## config.mk

```make
export PLATFORM = sky130hd
export DESIGN_NAME = reg_file
export DESIGN_NICKNAME = d
export VERILOG_FILES = /design/src/hw/core_pkg.sv /design/src/hw/reg_file.sv
export SDC_FILE = /design/constraint.sdc
export NUM_CORES = 2
export LEC_CHECK = 0
export ABC_AREA = 0
export BUFFER_PORTS_ARGS = -buffer_cell sky130_fd_sc_hd__buf_2
export CELL_PAD_IN_SITES_DETAIL_PLACEMENT = 1
export CELL_PAD_IN_SITES_GLOBAL_PLACEMENT = 1
export CORE_MARGIN = 2
export CORE_UTILIZATION = 30
export CTS_CLUSTER_DIAMETER = 100
export CTS_CLUSTER_SIZE = 28
export DETAILED_ROUTE_END_ITERATION = 7
export PLACE_DENSITY_LB_ADDON = 0.1
export SYNTH_ARGS = -nofsm -noshare
export SYNTH_HDL_FRONTEND = slang
export SYNTH_SLANG_ARGS = --single-unit
```

## constraint.sdc

```tcl
create_clock -name clk -period 2.8 [get_ports clk]
set_clock_uncertainty 0.1 [all_clocks]
set_input_delay 0.56 -clock clk [delete_from_list [all_inputs] [get_ports clk]]
set_output_delay 0.56 -clock clk [all_outputs]
set_load 0.02 [all_outputs]
```

## src/hw/core_pkg.sv

```systemverilog
package core_pkg;

typedef logic [4:0]  reg_addr_t;
typedef logic [31:0] word_t;
typedef logic [15:0] imm_t;
typedef logic [1:0]  op_t;

localparam op_t op_add  = 2'd0;
localparam op_t op_xor  = 2'd1;
localparam op_t op_addi = 2'd2;
localparam op_t op_mul  = 2'd3; // result ready in mem only.

typedef struct packed {
    op_t       op;
    reg_addr_t dest;
    reg_addr_t src1;
    reg_addr_t src2;
    imm_t      imm;
} instr_t;

typedef struct packed {
    instr_t a; // older.
    instr_t b;
    logic   b_valid;
} issue_pair_t;

// operand_2 carries the extended immediate for addi.
typedef struct packed {
    logic      valid;
    op_t       op;
    reg_addr_t dest;
    word_t     operand_1;
    word_t     operand_2;
} lane_t;

typedef struct packed {
    logic      valid;
    logic      forwardable;
    reg_addr_t dest;
    word_t     result;
} bypass_t;

typedef struct packed {
    logic      valid;
    reg_addr_t dest;
    word_t     result;
} commit_t;

endpackage

```

## src/hw/reg_file.sv

```systemverilog
module reg_file (
    input wire                       clk,
    input wire                       arst_n,

    input wire  core_pkg::reg_addr_t rd_addr_0,
    input wire  core_pkg::reg_addr_t rd_addr_1,
    input wire  core_pkg::reg_addr_t rd_addr_2,
    input wire  core_pkg::reg_addr_t rd_addr_3,
    output core_pkg::word_t          rd_data_0,
    output core_pkg::word_t          rd_data_1,
    output core_pkg::word_t          rd_data_2,
    output core_pkg::word_t          rd_data_3,

    input wire  core_pkg::commit_t   commit_a,
    input wire  core_pkg::commit_t   commit_b
);

core_pkg::word_t regs [32];

assign rd_data_0 = regs[rd_addr_0];
assign rd_data_1 = regs[rd_addr_1];
assign rd_data_2 = regs[rd_addr_2];
assign rd_data_3 = regs[rd_addr_3];

always_ff @(posedge clk or negedge arst_n) begin
    if (!arst_n) begin
        for (int i = 0; i < 32; i++) begin
            regs[i] <= '0;
        end
    end
    else begin
        if (commit_a.valid && commit_a.dest != '0) begin
            regs[commit_a.dest] <= commit_a.result;
        end
        // later write wins on equal dest.
        if (commit_b.valid && commit_b.dest != '0) begin
            regs[commit_b.dest] <= commit_b.result;
        end
    end
end

endmodule

```

# ---- Word level (Yosys, flattened, before mapping)
# Index checks and enable logic that the tools add are counted.
dict set report totals {
  latch_bits 0
  reg_bits 1024
  wordCells 72
  rom_bits 0
  memories 0
  input_bits 98
  output_inout_bits 128
  ramBits 0
}
dict set report op_classes {
  add_sub_neg 0
  mul 0
  n_lt_le_gt_ge 8
  eq_ne 0
  n_shift 0
  mux 20
  reduce_logical 6
  div_mod_pow 0
  n_bitwise 6
}
# operator n
set ops {}
lappend ops {{bitwise mux 1024 bit} 2}
lappend ops {{two-way mux 1024 bit} 2}
lappend ops {{binary-select mux 32 bit (select 5 bit)} 4}
lappend ops {{demux 32 bit (select 5 bit)} 2}
lappend ops {{two-way mux 32 bit} 10}
lappend ops {{greater-or-equal comparator 6 bit, second input constant} 6}
lappend ops {{NOT 5 -> 6 bit} 6}
lappend ops {{less-than comparator 6 x 1 -> 1 bit, second input constant} 2}
lappend ops {{nonzero test 5 bit} 2}
lappend ops {{logical AND 1 bit} 4}

# ---- Logic depth before layout (Yosys ltp)
dict set report depth {
  depth_word 9
  depth_mapped 9
  ltp_nobuf 5
}

# ---- Least setup slack after synthesis
# Ideal clock, no wire load.
dict set report synth_path {
  path_kind {input-to-output}
  startpoint {input rd_addr_0[1]}
  endpoint {output rd_data_0[25]}
  path_slack_ps 185
  path_stages 8
  path_buffers 4
  t_required_ps 2140
  arrival_time_ps 1955
  cell_sequence {buf_2 -> buf_2 -> buf_4 -> buf_2 -> mux2i_1 -> a22oi_1 -> a31oi_1 -> nand3_1}
}
dict set report synth_between {
  elab_chain_cells 4
}
# item line_no
set synth_lines {}
lappend synth_lines {{start, declared} reg_file.sv:5} ;# input wire core_pkg::reg_addr_t rd_addr_0,
lappend synth_lines {{NOT 5 -> 6 bit (not written as such)} reg_file.sv:20} ;# assign rd_data_0 = regs[rd_addr_0];
lappend synth_lines {{binary-select mux 32 bit (select 5 bit)} reg_file.sv:20}
lappend synth_lines {{two-way mux 32 bit (not written as such) (2 in a row)} reg_file.sv:20}
lappend synth_lines {{end, declared} reg_file.sv:9} ;# output core_pkg::word_t rd_data_0,
# No other way between the ends. The select of a mux whose other input is x is not followed.

# ---- Final worst setup path
dict set report layout_path {
  startpoint {register regs[937] (netlist bit)}
  endpoint {output rd_data_3[9]}
}
dict set report layout_between {
  elab_chain_cells 3
}
# item line_no
set layout_lines {}
lappend layout_lines {{start, declared} reg_file.sv:18} ;# core_pkg::word_t regs [32];
lappend layout_lines {{start signal, assigned by index} reg_file.sv:33} ;# regs[commit_a.dest] <= commit_a.result;
lappend layout_lines {{start signal, assigned by index} reg_file.sv:37} ;# regs[commit_b.dest] <= commit_b.result;
lappend layout_lines {{binary-select mux 32 bit (select 5 bit)} reg_file.sv:23} ;# assign rd_data_3 = regs[rd_addr_3];
lappend layout_lines {{two-way mux 32 bit (not written as such) (2 in a row)} reg_file.sv:23}
lappend layout_lines {{end, declared} reg_file.sv:12} ;# output core_pkg::word_t rd_data_3,
# No other way between the ends. The select of a mux whose other input is x is not followed.

==> results list <==
* Total routing resource utilization after global routing: about a third
- Starting density of the core: 30.2%
- Number of nets produced by synthesis: approximately 9,400
- NumNets Final: 9,799
* Post-synthesis instance total: around 9,300
- Relative slew slack: a little under a third
- Number of vias per cell after detailed routing: between 6 and 7
- Signal arrival time at the worst endpoint: 2.40 ns
- The number of max-slew violations in the final report was 0.
* Pre-CTS setup slack: -0.515 ns
* Detailed Route Iter0 Violations: about 7,400
- The worst path in the final design needs a cycle of approximately 3 ns, including I/O delays and setup.
- The die is roughly 530 µm tall.
- Dividing the detail-routed wire length by the instance count gives between 30 and 40 µm.
- After clock tree synthesis, the clock-pin slew on the worst setup and hold paths is about 0.12 ns.
- Final routed DRC violation total: 0
- Detailed-placement wirelength estimate: 310,000 µm
- For the worst flop-to-flop path, the logic depth is 4.
* Root Driver: clkbuf_16
- VDD sags by at most 504 µV.
- The number of antenna violations at the first check in global routing came to 41.
* Startpoint-to-endpoint class of the critical path: flop to output port
- The top cell types in the final layout, fill and taps aside, are mux2i_1, dfrtp_1, a21oi_1.
- Across all setup checks in the final design, the least slack found is -0.261 ns.
* Leading registers by flop count: regs x1024
- Summing every instance area after synthesis gives about 82,000 µm².
- Antenna-violating nets left: 0
- The die covers ~280,000 µm².
- Final GP Congestion: between 0.9 and 1
- Unrepaired setup endpoints after global routing: yes
- Depth of the CTS H-tree: 3
* Reg2reg setup slack: around 1.6 ns
- STA puts the critical path data required time at about 2.1 ns.
- First-pass GRT wire length: between 600,000 and 700,000 µm
* Total detailed-routing wirelength: 476,000 µm
* Vias in the first global route: 81,555
* Slew @ Worst Pin: 1.05 ns
- Max-cap viol count: 0
- Summing all placed instances gives a cell area of around 95,000 µm².
* Area growth, synth to finish: 29.2%
* Portion of the clock cycle consumed by the worst path in the final layout: 109%
- The die is roughly 530 µm wide.
- Maximum clock insertion buffer count: 3
- Ranked by total cell area, the synthesized netlist is headed by mux2i_1, dfrtp_1, a21oi_1.
- Counting instances, the worst hold path has a depth of 3.
- Pre-antenna DRT Iters: 6
- Endpoint of the worst-slack reg-to-reg timing path: regs[951]
- After global routing the overflow that remains totals 0.
- Number of setup violations in the final report: roughly 130
- Among all flip-flop cells after synthesis, the most frequent one is dfrtp_1.
* Via count: 80,402
- Proportion of layout cells with a drive suffix above 1: around a fifth
- The count of buffers added on input and output ports is 225.
- Summed over all instances, the cell type with the most area after synthesis is mux2i_1.
- The clock net in this run drives a total of 1,024 sinks.
- Launch instance of the worst min-delay path: commit_b[28]
- Standard-cell rows: around 190
- Highest achievable clock rate: 327 MHz
- The worst setup path is launched from a flop.
* Start of the worst register-to-register path: regs[951]
* Sequential area share after synthesis: roughly a third
- Finished Cell Area: roughly 110,000 µm²
- Area inside the core boundary: roughly 270,000 µm²
- The library cell used most frequently in the layout, excluding fill and tap cells, is mux2i_1.
* Maximum fanout encountered on the critical timing path: 5
- The checks that failed: negative setup slack.
* Later-pin clock latency in the skew report: roughly 0.79 ns
* Worst Hold Path EP: regs[700]
* Classification of the worst-slack hold path: input pin to flop
- The worst setup path is captured at an output port.
- After synthesis, the largest area contributor takes up 37.3% of total cell area.
- The count of final hold-check violations came to 0.
- After filler insertion, the fill cell instance count of the layout stands at 30,161.
- After synthesis the netlist holds a flip-flop and latch count of a little over 1,000.
- Yosys mapped a number of flops with a built-in enable equal to 0.
* Number of buffers created by CTS: between 80 and 90
* Top reg by flops: regs
- The netlist uses 31 different library cells.
- Flip-flop count of the largest register after layout: 1,024
- The flow ran to the end, but the final reports show violations.
- Clock tree from TritonCTS: done
* Standby leakage power: around 50 nW
* Number of synthesis warnings: 0
- Ports: 226
* Async SR Flop Fraction: 100%
- In this run the power density over the cells is approximately 590 nW/µm².
- Pin count of the biggest net entering global routing: 109
* Mean instance size in the synthesized netlist: ~9 µm²
-- cell type report --
cell class                 instances  area (µm²)  area share (%)
multi-input combinational       7203       55300            52.4
sequential                      1024       25800            24.4
timing repair buffer            1390       16800            15.9
tap                             3570        4470            4.23
clock buffer                      86        2110            2.00
clock inverter                    66         987           0.936
antenna                           22        55.1          0.0522
inverter                           1        3.75         0.00356
-- critical path: stages (launching register included) --
cell and delay [ns]:
dfrtp_2 0.47, mux2i_1 0.16, a22o_1 0.18, nor3_2 0.05
a31oi_2 0.28, buf_4 0.20, nand3_4 0.10, buf_6 0.15
-- report_power, final --
part | internal, mW | switching, mW
combinational | 10.7 | 11.8
clock | 6.41 | 8.11
sequential | 18.6 | 6.20
-- cells by family (layout without fill, tap and decap cells) --
kind of cell           count (synthesis)  count (layout)  share of synthesized area (%)
AO/OA/AOI/OAI                       2144            2144                           15.7
buffers and inverters               1027            1543                           5.41
flip-flops                          1024            1024                           31.4
multiplexers                        3040            3040                           37.3
other                                  0              22                              0
AND/OR/NAND/NOR                     2019            2019                           10.3
-- layer usage --
metal | GRT usage, % | vias to the layer above | part of all wire (%)
met1 | 45.4 | 42073 | 45
met2 | 52.4 | 2849 | 45
li1 | - | 34637 | -
met5 | 0 | - | 0.034
met4 | 13.5 | 26 | 4.6
met3 | 4.38 | 817 | 5.7
-- Yosys cell counts (2+ instances only) --
cell and number:
nor2_2 7, nand4_1 5, nor2b_1 22, a22o_1 256, or3_1 2, clkbuf_2 2, o21ai_1 41, clkbuf_1 624
buf_6 9, o21ai_0 439, a22oi_1 384, or2_2 4, nor3_1 129, and3_1 5, a21oi_1 896, nor2_1 536
a31oi_1 128, mux2i_1 3040, nand2b_1 12, dfrtp_1 1024, buf_4 25, buf_1 49, nand2_1 897, nand3_1 391
and2_1 5, buf_2 317
-- per-stage QoR --
stage          hold WS, ns  instances  setup TNS (ns)  total power [mW]  util (%)
3_5_place_dp         0.337      12940          -36.89              44.3      34.9
6_report             0.108      13362          -15.68              61.9      39.0
5_1_grt             0.0845      13352          -23.45              64.8      39.0
3_3_place_gp         0.332      12940          -35.77              43.5      34.9
2_1_floorplan        0.164       9254               0              35.5         -
4_1_cts             0.0608      13285          -20.18              61.2      38.5
-- how the worst max path moves through the flow --
stage | startpoint | slack [ns] | endpoint | cells after the start
final | regs[937] | -0.26 | rd_data_3[9] | 7
after global routing | regs[898] | -0.29 | rd_data_2[2] | 7
after CTS | regs[934] | -0.29 | rd_data_3[6] | 6
after detailed placement | rd_addr_0[0] | -0.52 | rd_data_0[5] | 9
after global placement | rd_addr_3[2] | -0.51 | rd_data_3[9] | 10
after floorplan | rd_addr_0[1] | 0.19 | rd_data_0[25] | 8
-- repair_timing --
item	CTS	global route
gates resized for setup	852	209
hold buffers	1	0
cloned	32	10
buffers inserted	203	56
pin swaps	273	224
endpoints found under the setup margin	128	128
endpoints found under the hold margin	49	0
No activity file was read; power rests on OpenSTA's default activity.
