[src/hw/core_pkg.sv]
package core_pkg;

typedef logic [4:0]  reg_addr_t;
typedef logic [31:0] word_t;
typedef logic [15:0] imm_t;
typedef logic [1:0]  op_t;

localparam op_t op_add  = 2'd0;
localparam op_t op_xor  = 2'd1;
localparam op_t op_addi = 2'd2;
localparam op_t op_mul  = 2'd3; // result ready in mem only.

typedef struct packed {
    op_t       op;
    reg_addr_t dest;
    reg_addr_t src1;
    reg_addr_t src2;
    imm_t      imm;
} instr_t;

typedef struct packed {
    instr_t a; // older.
    instr_t b;
    logic   b_valid;
} issue_pair_t;

// operand_2 carries the extended immediate for addi.
typedef struct packed {
    logic      valid;
    op_t       op;
    reg_addr_t dest;
    word_t     operand_1;
    word_t     operand_2;
} lane_t;

typedef struct packed {
    logic      valid;
    logic      forwardable;
    reg_addr_t dest;
    word_t     result;
} bypass_t;

typedef struct packed {
    logic      valid;
    reg_addr_t dest;
    word_t     result;
} commit_t;

endpackage

[src/hw/exec_pipe.sv]
module exec_pipe (
    input wire                     clk,
    input wire                     arst_n,

    input wire  core_pkg::lane_t   lane_a,
    input wire  core_pkg::lane_t   lane_b,

    output core_pkg::bypass_t      ex_a,
    output core_pkg::bypass_t      ex_b,
    output core_pkg::bypass_t      mem_a,
    output core_pkg::bypass_t      mem_b,
    output core_pkg::bypass_t      wb_a,
    output core_pkg::bypass_t      wb_b,

    output core_pkg::commit_t      commit_a,
    output core_pkg::commit_t      commit_b
);

core_pkg::lane_t     ex_q [2];
core_pkg::word_t     alu_res [2];
core_pkg::word_t     part_lo [2];
core_pkg::word_t     part_hi [2];

logic [1:0]          mem_valid;
logic [1:0]          mem_mul;
core_pkg::reg_addr_t mem_dest [2];
core_pkg::word_t     mem_alu [2];
core_pkg::word_t     mem_lo [2];
core_pkg::word_t     mem_hi [2];
core_pkg::word_t     mem_res [2];

logic [1:0]          wb_valid;
core_pkg::reg_addr_t wb_dest [2];
core_pkg::word_t     wb_res [2];

core_pkg::bypass_t   ex_bp [2];
core_pkg::bypass_t   mem_bp [2];
core_pkg::bypass_t   wb_bp [2];

always_ff @(posedge clk or negedge arst_n) begin
    if (!arst_n) begin
        ex_q[0] <= '0;
        ex_q[1] <= '0;
    end
    else begin
        ex_q[0] <= lane_a;
        ex_q[1] <= lane_b;
    end
end

always_comb begin
    for (int i = 0; i < 2; i++) begin
        case (ex_q[i].op)
            core_pkg::op_xor: alu_res[i] = ex_q[i].operand_1 ^ ex_q[i].operand_2;
            core_pkg::op_mul: alu_res[i] = '0;
            default:          alu_res[i] = ex_q[i].operand_1 + ex_q[i].operand_2;
        endcase
        // low and high halves of the multiplier, summed in mem.
        part_lo[i] = ex_q[i].operand_1 * ex_q[i].operand_2[15:0];
        part_hi[i] = ex_q[i].operand_1 * ex_q[i].operand_2[31:16];
        ex_bp[i].valid = ex_q[i].valid;
        ex_bp[i].forwardable = ex_q[i].op != core_pkg::op_mul;
        ex_bp[i].dest = ex_q[i].dest;
        ex_bp[i].result = alu_res[i];
    end
end

always_ff @(posedge clk or negedge arst_n) begin
    if (!arst_n) begin
        mem_valid <= '0;
    end
    else begin
        mem_valid <= {ex_q[1].valid, ex_q[0].valid};
    end
end

always_ff @(posedge clk) begin
    for (int i = 0; i < 2; i++) begin
        mem_mul[i] <= ex_q[i].op == core_pkg::op_mul;
        mem_dest[i] <= ex_q[i].dest;
        mem_alu[i] <= alu_res[i];
        mem_lo[i] <= part_lo[i];
        mem_hi[i] <= part_hi[i];
    end
end

always_comb begin
    for (int i = 0; i < 2; i++) begin
        mem_res[i] = mem_mul[i] ? mem_lo[i] + (mem_hi[i] << 16) : mem_alu[i];
        mem_bp[i].valid = mem_valid[i];
        mem_bp[i].forwardable = 1'b1;
        mem_bp[i].dest = mem_dest[i];
        mem_bp[i].result = mem_res[i];
    end
end

always_ff @(posedge clk or negedge arst_n) begin
    if (!arst_n) begin
        wb_valid <= '0;
    end
    else begin
        wb_valid <= mem_valid;
    end
end

always_ff @(posedge clk) begin
    for (int i = 0; i < 2; i++) begin
        wb_dest[i] <= mem_dest[i];
        wb_res[i] <= mem_res[i];
    end
end

always_comb begin
    for (int i = 0; i < 2; i++) begin
        wb_bp[i].valid = wb_valid[i];
        wb_bp[i].forwardable = 1'b1;
        wb_bp[i].dest = wb_dest[i];
        wb_bp[i].result = wb_res[i];
    end
end

assign ex_a = ex_bp[0];
assign ex_b = ex_bp[1];
assign mem_a = mem_bp[0];
assign mem_b = mem_bp[1];
assign wb_a = wb_bp[0];
assign wb_b = wb_bp[1];

assign commit_a = {wb_valid[0], wb_dest[0], wb_res[0]}; // wb registers retire directly.
assign commit_b = {wb_valid[1], wb_dest[1], wb_res[1]};

endmodule

[config.mk]
export PLATFORM = sky130hd
export DESIGN_NAME = exec_pipe
export DESIGN_NICKNAME = d
export VERILOG_FILES = /design/src/hw/core_pkg.sv /design/src/hw/exec_pipe.sv
export SDC_FILE = /design/constraint.sdc
export NUM_CORES = 2
export LEC_CHECK = 0
export ABC_CLOCK_PERIOD_IN_PS = 9950
export BUFFER_PORTS_ARGS = -buffer_cell sky130_fd_sc_hd__buf_2
export CELL_PAD_IN_SITES_DETAIL_PLACEMENT = 1
export CELL_PAD_IN_SITES_GLOBAL_PLACEMENT = 2
export CORE_UTILIZATION = 40
export DETAILED_ROUTE_END_ITERATION = 8
export GPL_ROUTABILITY_DRIVEN = 0
export GPL_TIMING_DRIVEN = 1
export PLACE_DENSITY_LB_ADDON = 0.1
export SYNTH_ARGS = -nofsm -noshare
export SYNTH_HDL_FRONTEND = slang
export SYNTH_SLANG_ARGS = --single-unit
[constraint.sdc]
create_clock -name clk -period 9.95 [get_ports clk]
set_clock_uncertainty 0.05 [all_clocks]
set_input_delay 0 -clock clk [delete_from_list [all_inputs] [get_ports clk]]
set_output_delay 0 -clock clk [all_outputs]
set_load 0.05 [all_outputs]
# ---- Yosys cells after proc, flatten, opt, wreduce, memory -nomap -nowiden
# Memory sizes are Yosys's and may differ from the RTL's.
# Index checks and enable logic that the tools add are counted.
# W data, S select, Z words.
dict set report op_classes {
  eq_ne 6
  n_bitwise 2
  mux 4
  n_addsub 4
  n_mul 4
}
# operator count
set ops {}
lappend ops {{$add A32 B32 Y32} 4}
lappend ops {{$mul A32 B16 Y32} 4}
lappend ops {{$pmux W32 S2} 2}
lappend ops {{$mux W32} 2}
lappend ops {{$xor A32 B32 Y32} 2}
lappend ops {{$eq A2 B1 Y1 const B} 2}
lappend ops {{$eq A2 B2 Y1 const B} 2}
lappend ops {{$ne A2 B2 Y1 const B} 2}
dict set report word_totals {
  elab_cells 39
  ram_bits 276
  mem_count 6
  ff_bits 150
}
# memory depth word_bits rd rd_ports_with_merged_regs write_ports line
set mem_list {}
lappend mem_list {mem_alu 2 32 2 0 2 exec_pipe.sv:27} ;# core_pkg::word_t mem_alu [2];
lappend mem_list {mem_hi 2 32 2 0 2 exec_pipe.sv:29} ;# core_pkg::word_t mem_hi [2];
lappend mem_list {mem_lo 2 32 2 0 2 exec_pipe.sv:28} ;# core_pkg::word_t mem_lo [2];
lappend mem_list {wb_res 2 32 2 0 2 exec_pipe.sv:34} ;# core_pkg::word_t wb_res [2];
lappend mem_list {mem_dest 2 5 2 0 2 exec_pipe.sv:26} ;# core_pkg::reg_addr_t mem_dest [2];
lappend mem_list {wb_dest 2 5 2 0 2 exec_pipe.sv:33} ;# core_pkg::reg_addr_t wb_dest [2];

# ---- Logic depth before layout (Yosys ltp)
# An unclocked memory read counts as a cell.
dict set report depth {
  word_depth 3
  depth_mapped 24
  mapped_depth_nobuf 22
}

# ---- Worst setup path after synthesis
# No wires, ideal clock.
dict set report synth_path {
  kind {reg2reg}
  startpoint {register ex_q[74] (netlist name)}
  endpoint {memory mem_lo[0][30] (netlist name)}
  setup_ps 72
  stages_incl_launch_ff 22
  synth_period_minus_slack_ps 6043
  path_buffers 2
  slack_ps 3907
  arrival_ps 5921
  path_cell_list {dfrtp_1 -> clkbuf_1 -> clkbuf_1 -> nand2_1 -> fa_1 -> fa_1 -> fa_1 -> inv_1 -> fa_1 -> fa_1 -> inv_1 -> fa_1 -> inv_1 -> ha_1 -> a21o_1 -> a2111oi_0 -> nor4_1 -> o21ai_0 -> a21oi_1 -> a2111o_1 -> a21oi_1 -> xnor2_1}
}
# element line
set synth_rtl {}
lappend synth_rtl {{start: declaration} exec_pipe.sv:19} ;# core_pkg::lane_t ex_q [2];
lappend synth_rtl {{end: declaration} exec_pipe.sv:28}

==> results.sh <==
export IMPL_outcome="complete, no violations"
export IMPL_grt_pass1_vias=39378
export IMPL_worstSkewPairLatency_ns=0.67
export IMPL_fin_cells=7119
export IMPL_synth_top_area_cell="fa_1"
export IMPL_ant_nets=0
export IMPL_final_setup_worst_slack_ns=2.463
export IMPL_setup_worst_path_end_class="flip-flop"
export IMPL_cts_tree="built"
export IMPL_regToRegEndpoint="mem_lo[0][62]"
export IMPL_hpwl_um=124800
export IMPL_fin_setup_tns_ns=0
export IMPL_fp_coreArea_sq_um=114300
export IMPL_cpPeakStageDelay_ns=1.07
export IMPL_grt_max_degree=56
export IMPL_synth_area_leaders="fa_1 (34%), dfxtp_1 (11%), ha_1 (8.7%)"
export IMPL_die_area_sq_um=116600
export IMPL_fin_crit_sh=0.7524
export IMPL_ys_seq_area_frac=0.1872
export IMPL_r2r_setup_slack_ns=2.46
export IMPL_cts_root_buf="clkbuf_16"
export IMPL_maxSlewViolCount=0
export IMPL_synth_top_area_frac=0.3354
export IMPL_ys_ff_latch=394
export IMPL_cp_slowest_cell="dfrtp_1"
export IMPL_async_flop_share=0.3756
export IMPL_cp_max_fo=22
export IMPL_hold_path_depth=0
export IMPL_drive_gt1_frac=0.1267
export IMPL_cap_viol_max_count=0
export IMPL_die_h_um=341.4
export IMPL_fin_hold_ws_ns=0.2993
export IMPL_finalCriticalPeriod_ns=7.487
export IMPL_vias=36495
export IMPL_cp_required_ns=10.42
export IMPL_start_util=0.4030
export IMPL_dr_first_iter_drc_count=2207
export IMPL_portBuffers=451
export IMPL_row_count=124
export IMPL_synth_area_sq_um=46090
export IMPL_finalSetupViolations=0
export IMPL_holdPathEnd="wb_dest[0][8]"
export IMPL_synth_most_common_cell="inv_1"
export IMPL_antenna_found_initial=26
export IMPL_clk_pin_slew_ns=0.06
export IMPL_rr_startpoint="ex_q[42]"
export IMPL_synth_edff_count=0
export IMPL_remaining_drc_errors=0
export IMPL_rsz0062_at_grt="no"
export IMPL_wire_per_inst_um=23.35
export IMPL_io_pins=456
export IMPL_path_cells="ha_1 > inv_1 > fa_1 > inv_1 > fa_1 > fa_1 > fa_1 > fa_1 > inv_1 > fa_1 > inv_1 > ha_1 > a2111oi_0 > o21ai_0 > a221oi_1 > o31ai_1 > a31oi_1 > o21ai_0 > nand3b_1 > o221ai_1"
export IMPL_max_slew_margin=0.1179
export IMPL_synthTopCellsByCount="inv_1 (973), fa_1 (772), nand2_1 (749)"
export IMPL_worst_setup_path_type="reg2reg"
export IMPL_ctsResizeCount=0
export IMPL_synthDistinctLibCells=85
export IMPL_drt_wl_total_um=166200
export IMPL_start_kind="flip-flop"
export IMPL_holdCritStartpoint="mem_dest[0][8]"
export IMPL_syn_to_final_growth_pct=17.59
export IMPL_finalNetCount=6798
export IMPL_yosysWarnings=0
export IMPL_drtPass1Iterations=5
export IMPL_cts_buffers=51
export IMPL_h_tree_depth=2
export IMPL_min_path_type="reg2reg"
export IMPL_startpoint="ex_q[42]"
export IMPL_dp_slack_ns=2.564
export IMPL_grt_util_all_layers=0.2902
export IMPL_worstMarginPinSlew_ns=1.323
export IMPL_r2r_cells=20
export IMPL_fmax_ghz=0.1336
export IMPL_synth_ff_type="dfxtp_1"
export IMPL_die_w_um=341.4
export IMPL_cts_sinks=394
export IMPL_avgSynthCellArea_sq_um=9.239
export IMPL_grt_pass1_wl_um=251900
export IMPL_routed_via_density=5.126
export IMPL_netlist_instances=4988
export IMPL_cts_buffer_depth=3
export IMPL_worst_path_most_repeated_cell="fa_1"
export IMPL_place_inst=6728
export IMPL_hold_viol_final=0
export IMPL_cp_data_arrival_time_ns=7.95
export IMPL_overflow=0
==> timing repair <==
item,4_1_cts,5_1_grt
buffers inserted,0,0
endpoints found under the hold margin,237,0
hold buffers,291,0
==> cells in the final DEF, fill, tap and decap left out, drive strengths merged, types with 16 or more instances in the layout <==
cell type    synthesis  final
inv                973    977
fa                 772    772
nand2              750    750
buf                 98    527
and2               397    397
ha                 320    320
dlygate4sd3          0    290
dfxtp              246    246
xnor2              185    185
dfrtp              148    148
a21oi              128    128
o21ai              126    126
nor2               100    100
clkbuf             204     68
mux2                55     55
xor2                53     53
nor3                43     43
a21o                33     33
nand3               29     29
a211oi              26     26
a31oi               22     22
o21a                20     20
nand2b              20     20
o21bai              18     18
nand4               17     17
o31ai               16     16
==> registers in the layout (all words and copies together), names as in the netlist <==
register and count:
wb_res 64, ex_q 132, ex_b 6, mem_mul 2, mem_hi 32, ex_a 6
mem_dest 10, mem_lo 64, mem_valid 2, wb_dest 10, mem_alu 64, wb_valid 2
==> critical path, delay by kind of cell (launching register included) <==
kind / cells / cell delay (ns)
buffers and inverters: 4 / 0.28
AOI/OAI and AO/OA: 7 / 1.96
and+or+nand+nor: 1 / 0.14
adders and majority gates: 8 / 3.82
DFF: 1 / 1.07
==> worst max-delay path by stage <==
stage / to / slack (ns) / cells after the start
after floorplan: mem_lo[0][30] / 3.91 / 21
after global routing: mem_lo[0][63] / 2.15 / 20
after CTS: mem_lo[0][63] / 2.53 / 20
after detailed placement: mem_lo[0][63] / 2.56 / 20
after global placement: mem_lo[0][62] / 2.75 / 20
final: mem_lo[0][62] / 2.46 / 20
==> metal layers <==
layer,track usage,share of wire,routed length (um)
met5,0,0.00022,37
met1,0.4182,0.47,77400
met4,0.06325,0.022,3625
met3,0.05306,0.068,11300
met2,0.4530,0.44,73850
==> area by class of cell <==
cell class	instances	area (sq um)
antenna	5	12.51
inverter	973	3652
multi-input combinational	3322	32320
clock buffer	67	1458
sequential	394	8631
tap	1512	1892
fill	13210	60150
clock inverter	28	457.9
timing repair buffer	818	5767
==> cell families (layout without fill, tap and decap cells) <==
logic type | Yosys count | after routing | synth area share
XOR/XNOR | 238 | 238 | 0.04523
AO/OA/AOI/OAI | 502 | 502 | 0.07208
other | 1 | 9 | 0.00008137
AND/OR/NAND/NOR | 1426 | 1426 | 0.1469
buffers and inverters | 1275 | 1886 | 0.1118
flip-flops | 394 | 394 | 0.1872
multiplexers | 60 | 60 | 0.01452
adder cells (fa/ha/maj) | 1092 | 1092 | 0.4222
==> metrics by stage <==
stage / instance area [sq um] / utilization
after floorplan: 46100 / -
after global placement: 49330 / 0.4314
after detailed placement: 49330 / 0.4314
after CTS: 54180 / 0.4738
after global routing: 54180 / 0.4739
final: 54190 / 0.4739
Power is not shown: default switching activity piles up to over one toggle a cycle in this logic, so the estimate is an artifact.
