`src/hw/core_pkg.sv`:
```
package core_pkg;

typedef logic [4:0]  reg_addr_t;
typedef logic [31:0] word_t;
typedef logic [15:0] imm_t;
typedef logic [1:0]  op_t;

localparam op_t op_add  = 2'd0;
localparam op_t op_xor  = 2'd1;
localparam op_t op_addi = 2'd2;
localparam op_t op_mul  = 2'd3; // result ready in mem only.

typedef struct packed {
    op_t       op;
    reg_addr_t dest;
    reg_addr_t src1;
    reg_addr_t src2;
    imm_t      imm;
} instr_t;

typedef struct packed {
    instr_t a; // older.
    instr_t b;
    logic   b_valid;
} issue_pair_t;

// operand_2 carries the extended immediate for addi.
typedef struct packed {
    logic      valid;
    op_t       op;
    reg_addr_t dest;
    word_t     operand_1;
    word_t     operand_2;
} lane_t;

typedef struct packed {
    logic      valid;
    logic      forwardable;
    reg_addr_t dest;
    word_t     result;
} bypass_t;

typedef struct packed {
    logic      valid;
    reg_addr_t dest;
    word_t     result;
} commit_t;

endpackage

```
`src/hw/forwarding_unit.sv`:
```
module forwarding_unit (
    input wire  core_pkg::reg_addr_t addr,
    output logic                     valid,
    output core_pkg::word_t          data,

    output core_pkg::reg_addr_t      rf_addr,
    input wire  core_pkg::word_t     rf_data,

    input wire  core_pkg::bypass_t   ex_a,
    input wire  core_pkg::bypass_t   ex_b,
    input wire  core_pkg::bypass_t   mem_a,
    input wire  core_pkg::bypass_t   mem_b,
    input wire  core_pkg::bypass_t   wb_a,
    input wire  core_pkg::bypass_t   wb_b
);

assign rf_addr = addr;

// youngest stage first, lane b before lane a.
always_comb begin
    if (addr == '0) begin
        valid = 1'b1;
        data = '0;
    end
    else if (ex_b.valid && addr == ex_b.dest) begin
        valid = ex_b.forwardable;
        data = ex_b.result;
    end
    else if (ex_a.valid && addr == ex_a.dest) begin
        valid = ex_a.forwardable;
        data = ex_a.result;
    end
    else if (mem_b.valid && addr == mem_b.dest) begin
        valid = mem_b.forwardable;
        data = mem_b.result;
    end
    else if (mem_a.valid && addr == mem_a.dest) begin
        valid = mem_a.forwardable;
        data = mem_a.result;
    end
    else if (wb_b.valid && addr == wb_b.dest) begin
        valid = wb_b.forwardable;
        data = wb_b.result;
    end
    else if (wb_a.valid && addr == wb_a.dest) begin
        valid = wb_a.forwardable;
        data = wb_a.result;
    end
    else begin
        valid = 1'b1; // nothing in flight.
        data = rf_data;
    end
end

endmodule

```
`src/hw/issue_stage.sv`:
```
module issue_stage (
    input wire                         clk,
    input wire                         arst_n,

    input wire                         issue_valid,
    input wire  core_pkg::issue_pair_t issue_pair,
    output logic                       issue_ready,

    input wire  core_pkg::bypass_t     ex_a,
    input wire  core_pkg::bypass_t     ex_b,
    input wire  core_pkg::bypass_t     mem_a,
    input wire  core_pkg::bypass_t     mem_b,
    input wire  core_pkg::bypass_t     wb_a,
    input wire  core_pkg::bypass_t     wb_b,

    output core_pkg::reg_addr_t        rf_addr_0,
    output core_pkg::reg_addr_t        rf_addr_1,
    output core_pkg::reg_addr_t        rf_addr_2,
    output core_pkg::reg_addr_t        rf_addr_3,
    input wire  core_pkg::word_t       rf_data_0,
    input wire  core_pkg::word_t       rf_data_1,
    input wire  core_pkg::word_t       rf_data_2,
    input wire  core_pkg::word_t       rf_data_3,

    output core_pkg::lane_t            lane_a,
    output core_pkg::lane_t            lane_b
);

logic                pending_valid;
core_pkg::instr_t    pending_instr;
core_pkg::instr_t    cand_a;
core_pkg::instr_t    cand_b;
logic                cand_a_valid;
logic                cand_b_valid;
core_pkg::reg_addr_t fwd_addr [4];
core_pkg::reg_addr_t fwd_rf_addr [4];
core_pkg::word_t     fwd_rf_data [4];
logic [3:0]          fwd_valid;
core_pkg::word_t     fwd_data [4];
logic                a_needs_src2;
logic                b_needs_src2;
logic                a_ops_ready;
logic                b_ops_ready;
logic                b_reads_a;
logic                issue_a;
logic                issue_b;
logic                split;

function automatic core_pkg::lane_t make_lane(input logic vld, input core_pkg::instr_t ins,
                                              input core_pkg::word_t d1,
                                              input core_pkg::word_t d2);
    core_pkg::lane_t l;
    l.valid = vld;
    l.op = ins.op;
    l.dest = ins.dest;
    l.operand_1 = d1;
    if (ins.op == core_pkg::op_addi) begin
        l.operand_2 = {{16{ins.imm[15]}}, ins.imm};
    end
    else begin
        l.operand_2 = d2;
    end
    return l;
endfunction

// a held-back slot b goes out alone, in lane a.
assign cand_a = pending_valid ? pending_instr : issue_pair.a;
assign cand_a_valid = pending_valid || issue_valid;
assign cand_b = issue_pair.b;
assign cand_b_valid = !pending_valid && issue_valid && issue_pair.b_valid;

assign fwd_addr[0] = cand_a.src1;
assign fwd_addr[1] = cand_a.src2;
assign fwd_addr[2] = cand_b.src1;
assign fwd_addr[3] = cand_b.src2;

assign rf_addr_0 = fwd_rf_addr[0];
assign rf_addr_1 = fwd_rf_addr[1];
assign rf_addr_2 = fwd_rf_addr[2];
assign rf_addr_3 = fwd_rf_addr[3];
assign fwd_rf_data[0] = rf_data_0;
assign fwd_rf_data[1] = rf_data_1;
assign fwd_rf_data[2] = rf_data_2;
assign fwd_rf_data[3] = rf_data_3;

for (genvar i = 0; i < 4; i++) begin : g_fwd
    forwarding_unit u_forwarding_unit (
        .addr    (fwd_addr[i]),
        .valid   (fwd_valid[i]),
        .data    (fwd_data[i]),
        .rf_addr (fwd_rf_addr[i]),
        .rf_data (fwd_rf_data[i]),
        .ex_a    (ex_a),
        .ex_b    (ex_b),
        .mem_a   (mem_a),
        .mem_b   (mem_b),
        .wb_a    (wb_a),
        .wb_b    (wb_b)
    );
end

assign a_needs_src2 = cand_a.op != core_pkg::op_addi;
assign b_needs_src2 = cand_b.op != core_pkg::op_addi;
assign a_ops_ready = fwd_valid[0] && (!a_needs_src2 || fwd_valid[1]);
assign b_ops_ready = fwd_valid[2] && (!b_needs_src2 || fwd_valid[3]);

// b may not see a's result in the same cycle.
assign b_reads_a = cand_a.dest != '0 &&
                   (cand_b.src1 == cand_a.dest ||
                    (b_needs_src2 && cand_b.src2 == cand_a.dest));

assign issue_a = cand_a_valid && a_ops_ready;
assign issue_b = issue_a && cand_b_valid && b_ops_ready && !b_reads_a;
assign split = issue_a && cand_b_valid && !issue_b;

assign issue_ready = !pending_valid && a_ops_ready;

assign lane_a = make_lane(issue_a, cand_a, fwd_data[0], fwd_data[1]);
assign lane_b = make_lane(issue_b, cand_b, fwd_data[2], fwd_data[3]);

always_ff @(posedge clk or negedge arst_n) begin
    if (!arst_n) begin
        pending_valid <= 1'b0;
    end
    else if (pending_valid) begin
        if (issue_a) begin
            pending_valid <= 1'b0;
        end
    end
    else if (split) begin
        pending_valid <= 1'b1;
    end
end

always_ff @(posedge clk) begin
    if (split) begin
        pending_instr <= cand_b;
    end
end

endmodule

```
`config.mk`:
```
export PLATFORM = sky130hd
export DESIGN_NAME = issue_stage
export DESIGN_NICKNAME = d
export VERILOG_FILES = /design/src/hw/core_pkg.sv /design/src/hw/forwarding_unit.sv /design/src/hw/issue_stage.sv
export SDC_FILE = /design/constraint.sdc
export NUM_CORES = 1
export LEC_CHECK = 0
export BUFFER_PORTS_ARGS = -buffer_cell sky130_fd_sc_hd__buf_2
export CAP_MARGIN = 5
export CORE_ASPECT_RATIO = 0.5
export CORE_MARGIN = 2
export CORE_UTILIZATION = 30
export CTS_CLUSTER_DIAMETER = 60
export DETAILED_ROUTE_END_ITERATION = 6
export PLACE_DENSITY_LB_ADDON = 0.2
export RECOVER_POWER = 100
export SYNTH_ARGS = -nofsm -noshare
export SYNTH_HDL_FRONTEND = slang
export SYNTH_HIERARCHICAL = 1
export SYNTH_SLANG_ARGS = --single-unit
```
`constraint.sdc`:
```
create_clock -name clk -period 12.9 [get_ports clk]
set_clock_uncertainty 0.05 [all_clocks]
set_input_delay 0.645 -clock clk [delete_from_list [all_inputs] [get_ports clk]]
set_output_delay 0.645 -clock clk [all_outputs]
set_load 0.02 [all_outputs]
```
---- Word-level counts from Yosys, hierarchy flattened ----
Cells that the tools add are included.
storage, ports and cells
  register bits ........................... 34
  input bits .............................. 432
  output and inout bits ................... 165
  logic and storage cells ................. 148
cells by class
  equal/unequal tests ..................... 30
  muxes and demuxes ....................... 62
  reduce and logical (&&, ||, !) cells .... 50
operators by type and width
  kind                number
  $mux 32             30
  $eq 5x5->1          26
  $logic_and 1x1->1   36
  $mux 33             1
  $mux 1              31
  $logic_not 5->1     4
  $logic_not 1->1     5
  $reduce_bool 5->1   1
  $eq 2x2->1 const B  2
  $logic_or 1x1->1    4
  $ne 2x2->1 const B  2

---- Logic depth before layout (Yosys ltp) ----
  depth after elaboration ................. 20
  depth in mapped cells ................... 16
  gate-level depth less buffers ........... 10

---- Modules after synthesis ----
Netlist, hierarchy kept.
by module, submodules not included
  module           instances  cells each  area each (µm²)  sequential area each (µm²)
  forwarding_unit  4          467         3155.5           0.0
  issue_stage      1          271         2473.6           1016.0

---- Worst setup path after synthesis ----
No wires, ideal clock.
  kind .................................... register -> register
  from .................................... register pending_valid
  to ...................................... register pending_instr[0] (netlist bit), enable pin
  setup time .............................. 0.421 ns
  data arrival time ....................... 4.371 ns
  data required time ...................... 12.429 ns
  setup slack ............................. 8.059 ns
  cell stages (with the launch flop) ...... 15
  buffers on the path ..................... 7
  period minus slack after synthesis ...... 4.841 ns
  cells stage by stage .................... dfrtp_1 -> buf_6 -> buf_8 -> buf_1 -> mux2_1 -> buf_4 -> xnor2_1 -> and2_1 -> buf_2 -> and2_1 -> buf_2 -> buf_2 -> o41ai_1 -> o2111ai_1 -> a211oi_2
RTL lines
  what                    line                text
  start, declared         issue_stage.sv:29   logic pending_valid;
  start signal, assigned  issue_stage.sv:123  pending_valid <= 1'b0;
  start signal, assigned  issue_stage.sv:127  pending_valid <= 1'b0;
  start signal, assigned  issue_stage.sv:131  pending_valid <= 1'b1;
  end signal, assigned    issue_stage.sv:137  pending_instr <= cand_b;
  end, declared           issue_stage.sv:30   core_pkg::instr_t pending_instr;

---- Final worst setup path ----
  from .................................... input issue_pair[18] (netlist bit)
  to ...................................... register pending_instr[0] (netlist bit), enable pin
between the ends
  cells in the longest elaborated chain, start to end .. 15
  elaborated cells on any way between the ends .. 31
  those cells by class .................... 7 x eq/ne; 7 x mux; 17 x reduce/logical
ends and longest elaborated chain
  what                                line                   text
  start, declared                     issue_stage.sv:6       input wire core_pkg::issue_pair_t issue_pair,
  $eq 5x5->1                          forwarding_unit.sv:45  else if (wb_a.valid && addr == wb_a.dest) begin
  $logic_and 1x1->1                   forwarding_unit.sv:45
  $mux 1                              forwarding_unit.sv:45
  $mux 1                              forwarding_unit.sv:41  else if (wb_b.valid && addr == wb_b.dest) begin
  $mux 1                              forwarding_unit.sv:37  else if (mem_a.valid && addr == mem_a.dest) begin
  $mux 1                              forwarding_unit.sv:33  else if (mem_b.valid && addr == mem_b.dest) begin
  $mux 1                              forwarding_unit.sv:29  else if (ex_a.valid && addr == ex_a.dest) begin
  $mux 1                              forwarding_unit.sv:25  else if (ex_b.valid && addr == ex_b.dest) begin
  $mux 1 (*)                          forwarding_unit.sv:21  if (addr == '0) begin
  net fwd_valid[3]                    issue_stage.sv:38      logic [3:0] fwd_valid;
  $logic_or 1x1->1 (*)                issue_stage.sv:105     assign b_ops_ready = fwd_valid[2] && (!b_needs_src2 || fwd_valid[3]);
  $logic_and 1x1->1 (*)               issue_stage.sv:105
  $logic_and 1x1->1 (*) (2 in a row)  issue_stage.sv:113     assign issue_b = issue_a && cand_b_valid && b_ops_ready && !b_reads_a;
  $logic_not 1->1 (*)                 issue_stage.sv:114     assign split = issue_a && cand_b_valid && !issue_b;
  $logic_and 1x1->1 (*)               issue_stage.sv:114
  net split                           issue_stage.sv:47      logic split;
Mark *: on every way through the listed nets, which the timed path passes. The rest lies on a longest branch.
A chain may end at the register's enable or synchronous reset.

==> flow_summary.toml <==
[clock_tree]
post_cts_resize_count = 0
htree_levels = 2
cts.path.max_buffers = 2
numCtsBuffers = 5
root_buffer = "sky130_fd_sc_hd__clkbuf_16"
cts_hold_repair_buffers = 0
clk_transition_reported_paths_ns = 0.06
cts_tree = "yes"
tritoncts_num_sinks = 34
worst_skew_late_latency_ns = 0.28
cts_post_setup_buffers_inserted = 0

[status]
outcome = "finished with violations"
failed_checks = "design-rule violations, max-capacitance violations, max-slew violations"

[finish]
layout-drive-gt1-share = 0.220
num-fill-cells = 5601
final_common_cell = "sky130_fd_sc_hd__buf_2"
fin_util = 0.355
layout_common_cells = "440 x sky130_fd_sc_hd__buf_2, 201 x sky130_fd_sc_hd__nor3_1, 196 x sky130_fd_sc_hd__nand3_1"
nNetsFinal = 2898
area_delta_synth_final_pct = 17.3

[worst_setup_path]
r2r_slack_ns = 5.90
endpoint_kind = "flop"
worst_r2r_endpoint = "pending_instr[0]"
worst-r2r-cell-count = 9
critPathKind = "in -> reg"
timing.critical_path.required_ns = 12.72
rr_startpoint = "pending_valid"
cp_max_fo = 36
setup.worst_path.start_class = "input pin"
critical_path_data_arrival_time_ns = 7.70
crit_path_start = "issue_pair[18]"

[synth]
number_of_distinct_standard_cells_referenced_by_the_synthesized_netlist = 60
syn_area_per_cell_um2 = 7.06
ys_async_sr_fraction = 0.0294
syn-instance-count = 2139
synth.cell_area_mm2 = 0.0151
synth_seq_cells = 34
count_of_synthesis_stage_warnings_from_yosys = 6
synth-main-ff-cell = "sky130_fd_sc_hd__edfxtp_1"
net_count_of_the_mapped_netlist = 2571
synth_enable_flop_cells = 33
synth_seq_area_share = 0.0673

[floorplanning]
floorplan.die.width_um = 321
floorplan.rows = 58
core_mm2 = 0.0499
io-pin-count = 597
dieHeight_um = 163
floorplan.initialDensity = 0.302
floorplan.die_area_mm2 = 0.0522

[route]
drt-vias-per-instance = 7.37
routedWlPerCell_um = 35.9
drt_drc_violations_left = 22
postRouteWirelength_um = 113000
drtIter0Drc = 4259
1st_pass_router_iterations = 7
postRouteAntennaNets = 0
via_count = 23300

[placement]
dp_hpwl_um = 78200
routabilityCongestion = 1.01
port_buffers = 596

[timing]
slew_violations = 322
worst_slew_margin_rel = -0.797
rsz0062_at_grt = "false"
finalCritPeriodShare = 0.611
final.min_clock_period_ns = 7.88
worst_pin_slew_ns = 2.69
fin_hold_ws_ns = 0.0794
final-hold-violation-count = 0
timing.setup.tns_ns = 0
setup_viol_count_final = 0
maximum_achievable_frequency_mhz = 127

[power]
power.share.switching = 0.597
powerDensity_mw_per_mm2 = 65.0
power_frac_clock = 0.121
seq_power_share = 0.113
switching_power_w = 0.000688
comb_power_share = 0.767
cellInternalPower_w = 0.000464
power.ir.vdd_worst_v = 0.0000574
leakage_nw = 5.72

[grt]
grt_antenna_before_repair = 38
pin_count_of_the_biggest_net_entering_global_routing = 65
grt_first_pass_wirelength_um = 156000
grt_pass1_vias = 21000
grt_use_total = 0.404
grt_busiest_layer = "met2"
grt_met1_use = 0.515
globalRouteMet3Util = 0.152
globalRouteOverflowTotal = 0
globalRouteMet2Util = 0.593

[worst_hold_path]
holdCritPathClass = "in -> async"

[job]
timing.max_cap.violations = 9
-- flip-flops by register name (all words and copies together) (netlist names) --
name,flops
pending_instr,33
pending_valid,1
-- cells in the mapped netlist (all sizes together), types with 17 or more instances --
| library cell | number | area (µm²) |
|---|---|---|
| a2111o | 68 | 766 |
| a2111oi | 64 | 561 |
| a211oi | 66 | 541 |
| a21o | 17 | 128 |
| a221oi | 65 | 569 |
| a22o | 64 | 561 |
| a311o | 64 | 641 |
| a311oi | 72 | 631 |
| a31oi | 64 | 400 |
| and2 | 25 | 156 |
| and3 | 72 | 450 |
| buf | 177 | 1090 |
| clkbuf | 177 | 669 |
| edfxtp | 33 | 991 |
| mux2i | 19 | 228 |
| nand2 | 125 | 479 |
| nand3 | 196 | 981 |
| nor2 | 17 | 66.3 |
| nor3 | 202 | 1020 |
| o21ai | 146 | 731 |
| o311a | 64 | 641 |
| o31ai | 65 | 488 |
| or3 | 69 | 432 |
| xnor2 | 95 | 832 |
| xor2 | 33 | 289 |
-- worst max-delay path by stage --
| stage | end | cells after the start |
|---|---|---|
| after floorplan | pending_instr[0] | 14 |
| after global placement | lane_b[71] | 10 |
| after detailed placement | lane_b[71] | 10 |
| after CTS | lane_b[71] | 9 |
| after global routing | pending_instr[8] | 11 |
| final | pending_instr[0] | 11 |
-- per-layer routing --
layer | up-vias | part of all wire
met5 | - | 0.00011
met4 | 2 | 0.062
met3 | 495 | 0.15
met2 | 2290 | 0.41
met1 | 11100 | 0.38
li1 | 9389 | -
-- power by group through the flow --
stage / Combinational (W) / Sequential, W / Clock (W)
floorplan: 0.000478 / 0.000130 / 0
global placement: 0.000853 / 0.000132 / 0
detailed placement: 0.000851 / 0.000132 / 0
CTS: 0.000854 / 0.000130 / 0.000143
global route: 0.000890 / 0.000130 / 0.000145
finish: 0.000883 / 0.000130 / 0.000139
-- cell type report --
type	instances	area, µm²	share of cell area
clock buffers	5	125	0.00707
flip-flops and latches	34	1020	0.0574
diodes	36	90.1	0.00509
inverters	3	11.3	0.000636
repair buffers	674	3330	0.188
multi-input cells	1748	12300	0.693
well taps	660	826	0.0466
clock inverters	3	45.0	0.00254
-- worst max-delay path: stages --
cell and delay (ns):
sky130_fd_sc_hd__clkbuf_1 0.63, sky130_fd_sc_hd__xor2_1 0.22, sky130_fd_sc_hd__nor4_4 0.30, sky130_fd_sc_hd__clkbuf_1 1.44, sky130_fd_sc_hd__nand2_1 1.06, sky130_fd_sc_hd__a311oi_1 0.54, sky130_fd_sc_hd__o41ai_1 0.15, sky130_fd_sc_hd__o21ai_0 0.62
sky130_fd_sc_hd__a41oi_1 0.16, sky130_fd_sc_hd__a211oi_1 0.50, sky130_fd_sc_hd__clkbuf_1 1.38
-- cell families (layout without fill, tap and decap cells) --
group           count (synthesis)  after routing  synth area share
flops                          34             34            0.0673
xor+xnor                      128            128            0.0743
other cells                     0             36                 0
simple gates                  756            756             0.267
buf+inv                       357            685             0.118
mux                            33             33            0.0258
compound gates                831            831             0.448
-- stage by stage --
step,std cells,power [W],setup WS [ns],cell area [µm²]
final,3163,0.00115,5.02,17700
after global placement,3119,0.000985,7.92,17800
after floorplan,2139,0.000609,8.06,15100
after global routing,3160,0.00117,5.05,17700
after detailed placement,3119,0.000983,7.88,17800
after CTS,3127,0.00113,7.74,18000
Note: power is estimated with default switching activity, not from simulation.
